File: config.mk
export PLATFORM = sky130hd
export DESIGN_NAME = mem_arbiter
export DESIGN_NICKNAME = d
export VERILOG_FILES = /design/src/verilog/cache_pkg.sv /design/src/verilog/mem_arbiter.sv
export SDC_FILE = /design/constraint.sdc
export NUM_CORES = 1
export LEC_CHECK = 0
export ABC_AREA = 1
export BUFFER_PORTS_ARGS = -buffer_cell sky130_fd_sc_hd__buf_2
export CORE_AREA = 2 2 173 175
export DETAILED_ROUTE_END_ITERATION = 8
export DIE_AREA = 0 0 175 177
export PLACE_DENSITY = 0.3
export SYNTH_ARGS = -nofsm -noshare
export SYNTH_HDL_FRONTEND = slang
export SYNTH_SLANG_ARGS = --single-unit
export TNS_END_PERCENT = 5
File: constraint.sdc
create_clock -name clk -period 1.2 [get_ports clk]
set_input_delay 0.24 -clock clk [delete_from_list [all_inputs] [get_ports clk]]
set_output_delay 0.24 -clock clk [all_outputs]
set_load 0.005 [all_outputs]
File: src/verilog/cache_pkg.sv
package cache_pkg;

	// address and data widths, all addresses are word addresses
	localparam int ADDR_W      = 16;
	localparam int WORD_W      = 16;
	localparam int LINE_WORDS  = 4;
	localparam int OFFSET_W    = 2;                    // word select inside a line
	localparam int LINE_W      = WORD_W * LINE_WORDS;
	localparam int LINE_ADDR_W = ADDR_W - OFFSET_W;

	// instruction cache, direct mapped, 64 lines
	localparam int I_INDEX_W = 6;                                  // addr bits 7..2
	localparam int I_TAG_W   = ADDR_W - OFFSET_W - I_INDEX_W;      // addr bits 15..8

	// data cache, two ways of 32 sets
	localparam int D_INDEX_W = 5;                                  // addr bits 6..2
	localparam int D_TAG_W   = ADDR_W - OFFSET_W - D_INDEX_W;      // addr bits 15..7

	// main memory
	localparam int MEM_LATENCY = 4;
	localparam int MEM_CREDITS = 1;
	localparam int MEM_LINES   = 2 ** LINE_ADDR_W;
	localparam int CREDIT_W    = $clog2(MEM_CREDITS + 1);
	localparam int LAT_W       = $clog2(MEM_LATENCY);   // holds MEM_LATENCY-1

	// a cache line, seen flat for memory or as words for the caches
	// word 0 sits in bits 15..0
	typedef union packed {
		logic [LINE_W-1:0]                  bits;
		logic [LINE_WORDS-1:0][WORD_W-1:0]  words;
	} line_u;

	// line request toward memory
	typedef struct packed {
		logic                    valid;
		logic                    we;
		logic [LINE_ADDR_W-1:0]  line_addr;
		line_u                   wdata;
	} mem_req_t;

	// memory response, rdata is meaningless for a write
	typedef struct packed {
		logic   valid;
		line_u  rdata;
	} mem_rsp_t;

	// processor data port request
	typedef struct packed {
		logic               valid;
		logic               we;
		logic [ADDR_W-1:0]  addr;
		logic [WORD_W-1:0]  wdata;
	} cpu_req_t;

endpackage

File: src/verilog/mem_arbiter.sv
`timescale 1ns/1ps

module mem_arbiter (
	input  logic                 clk,
	input  logic                 rst,
	input  cache_pkg::mem_req_t  i_d_req,
	input  cache_pkg::mem_req_t  i_i_req,
	output logic                 o_d_grant,
	output logic                 o_i_grant,
	output cache_pkg::mem_req_t  o_mem_req,
	input  cache_pkg::mem_rsp_t  i_mem_rsp,
	output cache_pkg::mem_rsp_t  o_d_rsp,
	output cache_pkg::mem_rsp_t  o_i_rsp
);
	import cache_pkg::*;

	logic [CREDIT_W-1:0]  credits;
	logic                 owner_d;      // outstanding transaction belongs to the data cache
	logic                 has_credit;

	assign has_credit = (credits != '0);

	// data cache wins a tie
	assign o_d_grant = has_credit && i_d_req.valid;
	assign o_i_grant = has_credit && i_i_req.valid && !i_d_req.valid;

	always_comb begin
		if (o_d_grant)
			o_mem_req = i_d_req;
		else if (o_i_grant)
			o_mem_req = i_i_req;
		else
			o_mem_req = '0;
	end

	// response steered back by owner
	assign o_d_rsp.valid = i_mem_rsp.valid && owner_d;
	assign o_d_rsp.rdata = i_mem_rsp.rdata;
	assign o_i_rsp.valid = i_mem_rsp.valid && !owner_d;
	assign o_i_rsp.rdata = i_mem_rsp.rdata;

	always_ff @(posedge clk) begin
		if (rst) begin
			credits <= CREDIT_W'(MEM_CREDITS);
			owner_d <= 1'b0;
		end else begin
			credits <= credits - CREDIT_W'(o_mem_req.valid) + CREDIT_W'(i_mem_rsp.valid);
			if (o_mem_req.valid)
				owner_d <= o_d_grant;
		end
	end

	// a credit comes back only while one is spent, so the count stays within MEM_CREDITS
	a_credit_max: assert property (@(posedge clk) disable iff (rst)
		i_mem_rsp.valid |-> (credits < CREDIT_W'(MEM_CREDITS)));

endmodule

# Yosys cells after proc, flatten, opt, wreduce, memory -nomap -nowiden
# Index checks and enable logic that the tools add are counted.
# op_classes
addsub,2
mux,2
reduce_logical,7
# ops
op,n
80-bit two-way mux,2
1-bit logical AND,5
1-bit zero test,2
1-bit adder,1
1-bit subtractor,1
# word_totals
register_bits,2
inputBits,227
output_inout_bits,212
wordCells,13

# Longest topological paths before layout
# logic_depth
word_depth,6
mapped_depth,6
depth_no_buf,5

# Least setup slack after synthesis
# Ideal clock, no wire load.
# synth_path
kind,reg2out
startpoint,register credits
endpoint,output o_mem_req[70] (netlist name)
arrival_time_ns,0.865
required_time_ns,0.960
setup_slack_ns,0.095
stages_incl_launch_ff,6
path_buffers,1
path_cell_list,dfxtp_1 nand3_2 inv_4 buf_8 nand2_2 nand2_1
# synth_lines
element,line,text
"start, declared",mem_arbiter.sv:17,logic [CREDIT_W-1:0] credits;
"start signal, assigned",mem_arbiter.sv:44,credits <= CREDIT_W'(MEM_CREDITS);
"start signal, assigned",mem_arbiter.sv:47,credits <= credits - CREDIT_W'(o_mem_req.valid) + CREDIT_W'(i_mem_rsp.valid);
"end, declared",mem_arbiter.sv:10,"output cache_pkg::mem_req_t o_mem_req,"

==> results.sh <==
export IMPL_worst_pin_slew_ns=0.142
export IMPL_drt_total_wl_um=11800
export IMPL_worst_ep_required_time_ns=0.96
export IMPL_viasPerCell=2.90
export IMPL_status="finished, violations left"
export IMPL_drt_iter0_drc=67
export IMPL_avgSynthCellArea_um2=5.36
export IMPL_cts_buffer_depth=2
export IMPL_yosys_warnings=0
export IMPL_cellLeakagePower_nw=2.05
export IMPL_max_stage_delay_ns=0.35
export IMPL_nets=754
export IMPL_crit_buf_inv=3
export IMPL_dr_pass1_iters=4
export IMPL_seq_area_frac_synth_pct=1.86
export IMPL_critPathTopFamily="buffers and inverters"
export IMPL_synthFlopType="dfxtp_1"
export IMPL_yosysMostFrequentCell="nand2_1"
export IMPL_cts_made_buffers=3
export IMPL_ys_ff_latch=2
export IMPL_maxCapViolCount=0
export IMPL_finalHoldViolCount=0
export IMPL_chipWidth_um=175
export IMPL_fp_row_count=63
export IMPL_syn_to_final_growth_pct=57.0
export IMPL_critPathKind="flip-flop to output pin"
export IMPL_grt_usage_pct=6.39
export IMPL_clkLatencyLatePin_ns=0.22
export IMPL_clk_pin_slew_ns=0.03
export IMPL_fin_cells=915
export IMPL_port_buffers=246
export IMPL_vias=2656
export IMPL_cp_max_fo=10
export IMPL_setup_slack_ns=-0.315
export IMPL_cts_max_level=1
export IMPL_vdd_ir_drop_max_uv=260
export IMPL_cp_end_kind="output pin"
export IMPL_fin_setup_tns_ns=-22.30
export IMPL_synthTopCellsByArea="buf_4 (47%), nand2_1 (41%), buf_6 (3.7%)"
export IMPL_holdWs_ns=0.224
export IMPL_rsz0062_at_grt="true"
export IMPL_fillers=3461
export IMPL_synth_edf_count=0
export IMPL_ios=439
export IMPL_die_area_mm2=0.0310
export IMPL_diodes=0
export IMPL_violations="setup timing"
export IMPL_syn_area_mm2=0.00216
export IMPL_grt_pass1_vias=2456
export IMPL_powerDensity_mw_per_mm2=511
export IMPL_drive_above_1_share_pct=60.0
export IMPL_cts_root_buf="clkbuf_16"
export IMPL_antenna_found_initial=0
export IMPL_synth_top_area_cell="buf_4"
export IMPL_syn_inst=402
export IMPL_setup_viol=82
export IMPL_clock_sinks=2
export IMPL_start_util_pct=7.37
export IMPL_gp_congestion=0.725
export IMPL_fmax_mhz=660
export IMPL_postRouteAntennaNets=0
export IMPL_min_period_ns=1.51
export IMPL_clock_skew_final_ns=0.000414
export IMPL_worstHoldPathType="input pin to flip-flop"
export IMPL_crit_path_cell_trace="nand3_4 > clkinv_8 > clkbuf_16 > nand2_1 > nand2_1 > buf_2"
export IMPL_coreArea_mm2=0.0292
export IMPL_overflow=0
export IMPL_cts_tree="yes"
export IMPL_ff2ff_setup_slack_ns=0.39
export IMPL_wire_per_inst_um=12.9
export IMPL_async_reset_ff_share_pct=0
export IMPL_arrival_ns=1.27
export IMPL_cpMostUsedCell="nand2_1"
export IMPL_placed_cells=902
export IMPL_die_h_um=177
export IMPL_slew_headroom_pct=90.6
export IMPL_slew_viol_final=0
export IMPL_yosys_top_cells_count="nand2_1 (233), buf_4 (136), nand2_2 (10)"
export IMPL_synth_cell_types=14
export IMPL_drc=0
export IMPL_grt_pass1_wl_um=14400
export IMPL_synth_top_cell_area_share_pct=47.4
export IMPL_hpwl_um=8160
export IMPL_synthesis_nets=629
export IMPL_grt_max_degree=23
export IMPL_start_kind="flip-flop"
export IMPL_slowest_stage="dfxtp_4"
export IMPL_finalCritPeriodShare_pct=126
[worst register-to-register path, stage by stage (launching register included)]
cell	delay, ns
dfxtp_4	0.36
buf_4	0.14
nand3_1	0.07
nand2_1	0.06
nand3_1	0.06
[state kept, by name, summed over array words and instances, names as in the netlist]
signal,cells
credits,1
owner_d,1
[per-stage QoR]
| stage | total power [W] | setup WS (ns) | instance area, um2 | util [%] |
|---|---|---|---|---|
| 6_report | 0.00173 | -0.315 | 3380 | 11.6 |
| 3_5_place_dp | 0.00102 | -0.238 | 2870 | 9.81 |
| 4_1_cts | 0.00171 | -0.375 | 3260 | 11.1 |
| 2_1_floorplan | 0.000795 | 0.0946 | 2160 | - |
| 3_3_place_gp | 0.00103 | -0.254 | 2870 | 9.81 |
| 5_1_grt | 0.00186 | -0.356 | 3380 | 11.6 |
[what timing repair did]
| action | CTS | global route |
|---|---|---|
| gates cloned | 6 | 4 |
| pin swaps | 1 | 1 |
| resized for setup | 30 | 38 |
| hold buffers | 0 | 0 |
| endpoints found under the setup margin | 82 | 82 |
| setup buffers | 3 | 0 |
[path summary, 6_finish.rpt]
path	startpoint	end	cells past startpoint
worst max-delay path	credits$_SDFF_PP1_	o_mem_req[59]	6
worst min-delay path	rst	owner_d$_SDFFE_PP0P_	2
worst min register to register	owner_d$_SDFFE_PP0P_	owner_d$_SDFFE_PP0P_	2
worst max register to register	credits$_SDFF_PP1_	credits$_SDFF_PP1_	4
[placed cells by master (no fill, tap or decap)]
cell type  netlist  final
buf_2            0    240
nand2_1        233    199
nand2_2         10     39
clkbuf_16        0      7
buf_6            7      6
nand2_4          0      5
inv_1            5      5
buf_16           0      5
buf_12           0      5
buf_4          136      4
clkinv_8         0      2
nand3_1          2      2
nand3_4          0      1
nor2_1           1      1
nand4_1          1      1
a21oi_1          1      1
dfxtp_4          0      1
dfxtp_1          2      1
[cell families after synthesis]
logic type / Yosys count / share of synthesized area [%]
and+or+nand+nor: 248 / 44.9
DFF: 2 / 1.86
AOI/OAI and AO/OA: 1 / 0.232
buffers and inverters: 151 / 53.0
[power by group]
part	total (W)	switching [W]	leakage, nW	internal (W)
Sequential	0.0000778	0.00000595	0.0168	0.0000719
Clock	0.000494	0.0000704	0.0370	0.000423
Combinational	0.00116	0.000555	1.99	0.000603
[layer usage]
metal	part of all wire [%]	up-vias	GRT usage [%]
met1	35	1104	5.95
met2	49	192	11.5
met4	5.5	0	4.10
li1	-	1313	-
met5	0	-	0
met3	10	47	2.79
[cell type report]
type,instances,area [um2],share of cell area (%)
clock buffers,3,75.1,2.22
inverters,7,51.3,1.52
multi-input cells,249,1090,32.2
flip-flops and latches,2,43.8,1.29
well taps,390,488,14.4
repair buffers,264,1640,48.4
No activity file was read; power rests on OpenSTA's default activity.
