File: src/verilog/cache_pkg.sv
package cache_pkg;

	// address and data widths, all addresses are word addresses
	localparam int ADDR_W      = 16;
	localparam int WORD_W      = 16;
	localparam int LINE_WORDS  = 4;
	localparam int OFFSET_W    = 2;                    // word select inside a line
	localparam int LINE_W      = WORD_W * LINE_WORDS;
	localparam int LINE_ADDR_W = ADDR_W - OFFSET_W;

	// instruction cache, direct mapped, 64 lines
	localparam int I_INDEX_W = 6;                                  // addr bits 7..2
	localparam int I_TAG_W   = ADDR_W - OFFSET_W - I_INDEX_W;      // addr bits 15..8

	// data cache, two ways of 32 sets
	localparam int D_INDEX_W = 5;                                  // addr bits 6..2
	localparam int D_TAG_W   = ADDR_W - OFFSET_W - D_INDEX_W;      // addr bits 15..7

	// main memory
	localparam int MEM_LATENCY = 4;
	localparam int MEM_CREDITS = 1;
	localparam int MEM_LINES   = 2 ** LINE_ADDR_W;
	localparam int CREDIT_W    = $clog2(MEM_CREDITS + 1);
	localparam int LAT_W       = $clog2(MEM_LATENCY);   // holds MEM_LATENCY-1

	// a cache line, seen flat for memory or as words for the caches
	// word 0 sits in bits 15..0
	typedef union packed {
		logic [LINE_W-1:0]                  bits;
		logic [LINE_WORDS-1:0][WORD_W-1:0]  words;
	} line_u;

	// line request toward memory
	typedef struct packed {
		logic                    valid;
		logic                    we;
		logic [LINE_ADDR_W-1:0]  line_addr;
		line_u                   wdata;
	} mem_req_t;

	// memory response, rdata is meaningless for a write
	typedef struct packed {
		logic   valid;
		line_u  rdata;
	} mem_rsp_t;

	// processor data port request
	typedef struct packed {
		logic               valid;
		logic               we;
		logic [ADDR_W-1:0]  addr;
		logic [WORD_W-1:0]  wdata;
	} cpu_req_t;

endpackage

File: src/verilog/icache_dm.sv
`timescale 1ns/1ps

module icache_dm (
	input  logic                          clk,
	input  logic                          rst,
	input  logic                          i_req,
	input  logic [cache_pkg::ADDR_W-1:0]  i_addr,
	output logic                          o_ready,
	output logic                          o_rvalid,
	output logic [cache_pkg::WORD_W-1:0]  o_instr,
	output cache_pkg::mem_req_t           o_mem_req,
	input  logic                          i_grant,
	input  cache_pkg::mem_rsp_t           i_mem_rsp
);
	import cache_pkg::*;

	typedef enum logic [1:0] {S_IDLE, S_REQ, S_WAIT} state_t;

	state_t                    state;
	logic [2**I_INDEX_W-1:0]   valid;
	logic [I_TAG_W-1:0]        tags [2**I_INDEX_W];
	line_u                     lines [2**I_INDEX_W];
	logic [ADDR_W-1:0]         miss_addr;   // address of the fetch being refilled
	logic [I_INDEX_W-1:0]      idx;
	logic [I_INDEX_W-1:0]      miss_idx;
	logic                      hit;
	logic                      accept;

	assign idx      = i_addr[OFFSET_W +: I_INDEX_W];
	assign miss_idx = miss_addr[OFFSET_W +: I_INDEX_W];
	assign hit      = valid[idx] && (tags[idx] == i_addr[ADDR_W-1 -: I_TAG_W]);
	assign o_ready  = (state == S_IDLE);
	assign accept   = o_ready && i_req;

	// line read only, held until granted
	assign o_mem_req.valid     = (state == S_REQ);
	assign o_mem_req.we        = 1'b0;
	assign o_mem_req.line_addr = miss_addr[ADDR_W-1:OFFSET_W];
	assign o_mem_req.wdata     = '0;

	always_ff @(posedge clk) begin
		if (rst) begin
			state    <= S_IDLE;
			valid    <= '0;
			o_rvalid <= 1'b0;
		end else begin
			o_rvalid <= 1'b0;
			case (state)
				S_IDLE: if (accept) begin
					if (hit)
						o_rvalid <= 1'b1;
					else
						state <= S_REQ;
				end
				S_REQ: if (i_grant) state <= S_WAIT;
				S_WAIT: if (i_mem_rsp.valid) begin
					valid[miss_idx] <= 1'b1;
					o_rvalid        <= 1'b1;   // word goes out with the fill
					state           <= S_IDLE;
				end
				default: state <= S_IDLE;
			endcase
		end
	end

	always_ff @(posedge clk) begin
		if (accept) begin
			miss_addr <= i_addr;
			o_instr   <= lines[idx].words[i_addr[OFFSET_W-1:0]];
		end
		if (state == S_WAIT && i_mem_rsp.valid) begin
			tags[miss_idx]  <= miss_addr[ADDR_W-1 -: I_TAG_W];
			lines[miss_idx] <= i_mem_rsp.rdata;
			o_instr         <= i_mem_rsp.rdata.words[miss_addr[OFFSET_W-1:0]];
		end
	end

	// the arbiter hands us a response only while our line read is out
	a_rsp_while_waiting: assert property (@(posedge clk) disable iff (rst)
		i_mem_rsp.valid |-> (state == S_WAIT));

endmodule

File: config.mk
export PLATFORM = sky130hd
export DESIGN_NAME = icache_dm
export DESIGN_NICKNAME = d
export VERILOG_FILES = /design/src/verilog/cache_pkg.sv /design/src/verilog/icache_dm.sv
export SDC_FILE = /design/constraint.sdc
export NUM_CORES = 2
export LEC_CHECK = 0
export ABC_CLOCK_PERIOD_IN_PS = 6900
export BUFFER_PORTS_ARGS = -buffer_cell sky130_fd_sc_hd__buf_2
export CORE_MARGIN = 4
export CORE_UTILIZATION = 35
export DETAILED_ROUTE_END_ITERATION = 8
export GPL_TIMING_DRIVEN = 0
export RECOVER_POWER = 100
export SETUP_SLACK_MARGIN = 0.05
export SLEW_MARGIN = 20
export SYNTH_ARGS = -nofsm -noshare
export SYNTH_HDL_FRONTEND = slang
export SYNTH_MEMORY_MAX_BITS = 65536
export SYNTH_SLANG_ARGS = --single-unit
File: constraint.sdc
create_clock -name clk -period 6.9 [get_ports clk]
set_input_delay 1.38 -clock clk [delete_from_list [all_inputs] [get_ports clk]]
set_output_delay 1.38 -clock clk [all_outputs]
set_load 0.01 [all_outputs]
==> Yosys cells after proc, flatten, opt, wreduce, memory -nomap -nowiden <==
Memories as Yosys holds them, arrays and structs flattened.
Index checks and enable logic that the tools add are counted.
{ "word_totals": {"reg_bits": 99, "ram_bits": 4608, "wordCells": 49, "input_bits": 85, "mem_count": 2, "output_inout_bits": 98} }
{ "op_classes": {"bitwise": 1, "n_mux": 21, "reduce_logical": 8, "eq_ne": 7, "n_lt_le_gt_ge": 5} }
{ "mem_list": {"columns": ["name", "depth", "word_bits", "rd", "rd_ports_with_merged_regs", "write_ports", "line_no", "rtl"], "rows": [
  ["lines", 64, 64, 1, 0, 1, "icache_dm.sv:22", "line_u lines [2**I_INDEX_W];"],
  ["tags", 64, 8, 1, 0, 1, "icache_dm.sv:21", "logic [I_TAG_W-1:0] tags [2**I_INDEX_W];"]
]} }
{ "ops": {"columns": ["operator", "count"], "rows": [
  ["$bmux 16 s2", 2],
  ["$mux 16", 4],
  ["$or 64x64->64", 1],
  ["$lt 6x7->1 const B", 2],
  ["$eq 8x8->1", 1],
  ["$mux 2", 4],
  ["$mux 1", 7],
  ["$bmux 1 s6", 1],
  ["$demux 1 s6", 1],
  ["$ge 6x1->1 const B", 1],
  ["$lt 2x3->1 const B", 2],
  ["$pmux 2 s3", 1],
  ["$logic_and 1x1->1", 4],
  ["$ne 2x1->1 const B", 2],
  ["$ne 2x2->1 const B", 2],
  ["$reduce_and 4->1", 1],
  ["$eq 2x1->1 const B", 1],
  ["$eq 2x2->1 const B", 1],
  ["$logic_not 2->1", 1],
  ["$pmux 1 s2", 1],
  ["$reduce_and 2->1", 1],
  ["$reduce_bool 2->1", 1]
]} }

==> Depth between registers and ports, before layout <==
{ "depth": {"depth_word": 6, "depth_mapped": 13, "mapped_depth_nobuf": 8} }

==> Worst setup path after synthesis <==
Ideal clock, no wire load.
{ "synth_path": {"kind": "in2reg", "start": "input i_mem_rsp[64] (netlist name)", "end": "memory lines[54][0] (netlist name) (enable)", "cell_stages": 4, "n_path_buf": 0, "slack_ns": 1.274, "setup_ns": 0.504, "arrival_ns": 5.122, "required_time_ns": 6.396, "path_cell_list": "nand3b_1 > nor2_1 > nand3_1 > nor2_1"} }
{ "synth_via": {"elab_chain_cells": 3} }
{ "synth_rtl": {"columns": ["element", "line_no", "rtl"], "rows": [
  ["start: declaration", "icache_dm.sv:13", "input cache_pkg::mem_rsp_t i_mem_rsp"],
  ["$logic_and 1x1->1", "icache_dm.sv:71", "if (state == S_WAIT && i_mem_rsp.valid) begin"],
  ["$mux 1", "icache_dm.sv:71", null],
  ["$mux 1 (implied by the code)", "icache_dm.sv:73", "lines[miss_idx] <= i_mem_rsp.rdata;"],
  ["end: declaration", "icache_dm.sv:22", null]
]} }
No other way between the ends.

==> Final worst setup path <==
{ "layout_path": {"start": "input i_mem_rsp[64] (netlist name)", "end": "memory lines[31][57] (netlist name) (enable)"} }
The elaborated chain is that of the path after synthesis.

==> flow_metrics.env <==
export IMPL_cts_tree="yes"
export IMPL_hold_viol=0
export IMPL_cts_buffers=447
export IMPL_htreeDepth=5
export IMPL_grt_pass1_wl_um=763600
export IMPL_cts_resized=0
export IMPL_initial_utilization_pct=35.09
export IMPL_fin_hold_ws_ns=0.4760
export IMPL_routed_wl_um=568400
export IMPL_async_flop_share_pct=0
export IMPL_dominantRegCellSynth="edfxtp_1"
export IMPL_postRouteAntennaNets=0
export IMPL_via_count=89390
export IMPL_ctsHoldBuffers=0
export IMPL_wl_per_cell_um=36.68
export IMPL_port_buffer_count=117
export IMPL_synth_top_cell_by_area="edfxtp_1"
export IMPL_cts_setup_buffers=0
export IMPL_fp_dieArea_sq_um=525500
export IMPL_synth_area_per_cell_sq_um=24.39
export IMPL_setup_viol=0
export IMPL_path_clk_slew_ns=0.06
export IMPL_dp_hpwl_um=392000
export IMPL_clockRootBuffer="clkbuf_16"
export IMPL_fmax_ghz=0.1601
export IMPL_die_w_um=724.9
export IMPL_crit_start="i_mem_rsp[64]"
export IMPL_critical_path_most_common_cell="clkbuf_1"
export IMPL_syn_cell_area_sq_um=179900
export IMPL_ios=183
export IMPL_yosysSeqAreaShare_pct=78.20
export IMPL_area_growth_pct=14.80
export IMPL_rows=263
export IMPL_max_stage_delay_ns=1.45
export IMPL_finalCriticalPeriod_ns=6.244
export IMPL_tightest_slew_ns=3.753
export IMPL_ys_warnings_count=0
export IMPL_path_cells="clkbuf_1, and3b_1, nand4_1, nor2_1, clkbuf_1, clkbuf_1, clkbuf_1"
export IMPL_cp_slowest_cell="nor2_1"
export IMPL_rsz0062_at_grt="false"
export IMPL_die_h_um=724.9
export IMPL_yosys_top_cells_area="edfxtp_1, mux4_2, dfxtp_1"
export IMPL_drive_gt1_share_pct=28.79
export IMPL_skew_ns=0.09470
export IMPL_grt_overflow=0
export IMPL_violations="capacitance limit, slew limit"
export IMPL_endpoint_kind="flip-flop"
export IMPL_ir_worst_vdd_uv=286.1
export IMPL_synth_top_cell_area_share_pct=77.46
export IMPL_slew_headroom_pct=-150.2
export IMPL_status="complete, but fails checks"
export IMPL_powerDensity_nw_per_um2=285.9
export IMPL_cts_path_max_buffers=4
export IMPL_grt_pass1_vias=88000
export IMPL_grt_start_max_net_pins=66
export IMPL_finalSetupTns_ns=0
export IMPL_core_area_sq_um=512700
export IMPL_cts_sinks=4707
export IMPL_antenna_found_initial=57
export IMPL_cap_violations=208
export IMPL_maxSlewViolCount=6207
export IMPL_ys_types=72
export IMPL_synth_edf_count=4640
export IMPL_first_iter_violations=13880
export IMPL_required_ns=7.55
export IMPL_viasPerCell=5.768
export IMPL_finalWeightedCongestion=0.9223
export IMPL_postSynthCellCount=7376
export IMPL_min_delay_path_class="reg2reg"
export IMPL_drt_pass1_iter_count=8
export IMPL_leakage_nw=63.04
export IMPL_path_class="in2reg"
export IMPL_hold_start="valid[0]"
export IMPL_cp_max_fo=13
export IMPL_fin_crit_sh_pct=90.50
export IMPL_final_nets=8435
export IMPL_arrival_ns=6.90
export IMPL_worstSetupStartpointType="input port"
export IMPL_drc_errors=0
export IMPL_timing_rr_start="state[1]"
export IMPL_clk_latency_ns=1.05
export IMPL_synth_seq_cells=4707
export IMPL_grtUsageTotal_pct=21.12
-- final cells by class --
type,count,area [sq um]
Antenna cell,23,57.56
Fill cell,44410,306200
Clock inverter,276,2658
Timing Repair Buffer,461,3485
Buffer,474,2621
Multi-Input combinational cell,2254,36860
Sequential cell,4707,140700
Clock buffer,540,11670
Tap cell,6757,8454
Inverter,5,18.77
-- layer usage --
metal	track usage, %	share of wire, %	vias up
li1	-	-	33830
met1	27.16	36	48390
met2	33.22	46	5880
met3	5.823	12	1267
met4	10.23	6.3	30
met5	0	0.045	-
-- layout by cell type, fill, tap and decap left out, types with 36 or more instances in the layout --
master,Yosys,routed
buf_2,125,159
buf_4,126,112
conb_1,1,65
clkbuf_1,126,543
buf_12,0,71
nor2_1,209,208
buf_1,76,51
mux4_2,1416,1416
dfxtp_1,67,67
edfxtp_1,4640,4640
a21oi_1,56,56
nand2_1,74,74
clkinv_1,1,110
clkbuf_16,0,452
bufinv_16,0,36
clkinv_2,0,84
a22oi_1,134,134
mux2i_1,40,40
-- cells in the mapped netlist (3+ instances only) --
master / number
a211oi_1: 22
a21oi_1: 56
a221o_1: 3
a221oi_1: 4
a22o_1: 3
a22oi_1: 134
a311oi_1: 17
a31oi_1: 6
a32oi_1: 4
and2_1: 7
and3_1: 5
buf_1: 76
buf_2: 125
buf_4: 126
buf_6: 18
buf_8: 3
clkbuf_1: 126
dfxtp_1: 67
edfxtp_1: 4640
inv_1: 3
mux2_2: 25
mux2i_1: 40
mux4_2: 1416
nand2_1: 74
nand2b_1: 9
nand3_1: 18
nand3b_1: 6
nand4_1: 8
nor2_1: 209
nor2b_1: 17
nor3_1: 11
nor4_1: 4
o211ai_1: 5
o21ai_0: 10
o21ba_2: 14
o221ai_1: 4
o22ai_1: 12
o31ai_1: 5
xnor2_1: 3
-- power by group --
group / switching, W / internal [W] / leakage (nW) / total (W)
registers: 0.0000744 / 0.0315 / 42.2 / 0.0316
logic: 0.00211 / 0.00107 / 13.8 / 0.00318
clock network: 0.0108 / 0.0134 / 6.98 / 0.0243
total: 0.0130 / 0.0460 / 63.0 / 0.0590
-- kinds of logic after synthesis --
family	Yosys count	synth area share, %
buffers and inverters	479	1.443
XOR/XNOR	4	0.01948
multiplexers	1481	18.11
flip-flops	4707	78.20
AO/OA/AOI/OAI	320	1.286
other	1	0.002085
AND/OR/NAND/NOR	384	0.9397
-- state kept, by name, indices dropped and copies added, names as in the netlist --
signal     count
lines       4096
miss_addr     16
o_instr       16
o_rvalid       1
state          2
tags         512
valid         64
-- critical path: cells and delay by family --
kind / cells / cell delay [ns]
AND/OR/NAND/NOR: 3 / 2.32
buffers and inverters: 4 / 3.14
-- through the flow --
stage | area, sq um | power [W] | util (%) | setup WS, ns | cells
2_1_floorplan | 180100 | 0.03365 | - | 1.274 | 7440
4_1_cts | 211800 | 0.05929 | 41.30 | 1.748 | 15470
3_3_place_gp | 189200 | 0.03523 | 36.90 | -5.681 | 14310
3_5_place_dp | 197400 | 0.03535 | 38.51 | 0.6701 | 14660
5_1_grt | 206500 | 0.06060 | 40.27 | 0.7898 | 15480
6_report | 206500 | 0.05903 | 40.28 | 0.6556 | 15500
-- worst paths after layout --
check,to,slack [ns],cells past startpoint
setup / recovery,lines[31][57],0.66,7
hold / removal,valid[0],0.48,2
setup reg to reg,lines[31][57],0.74,6
hold reg to reg,valid[0],0.48,2
(Power assumes the default switching activity.)
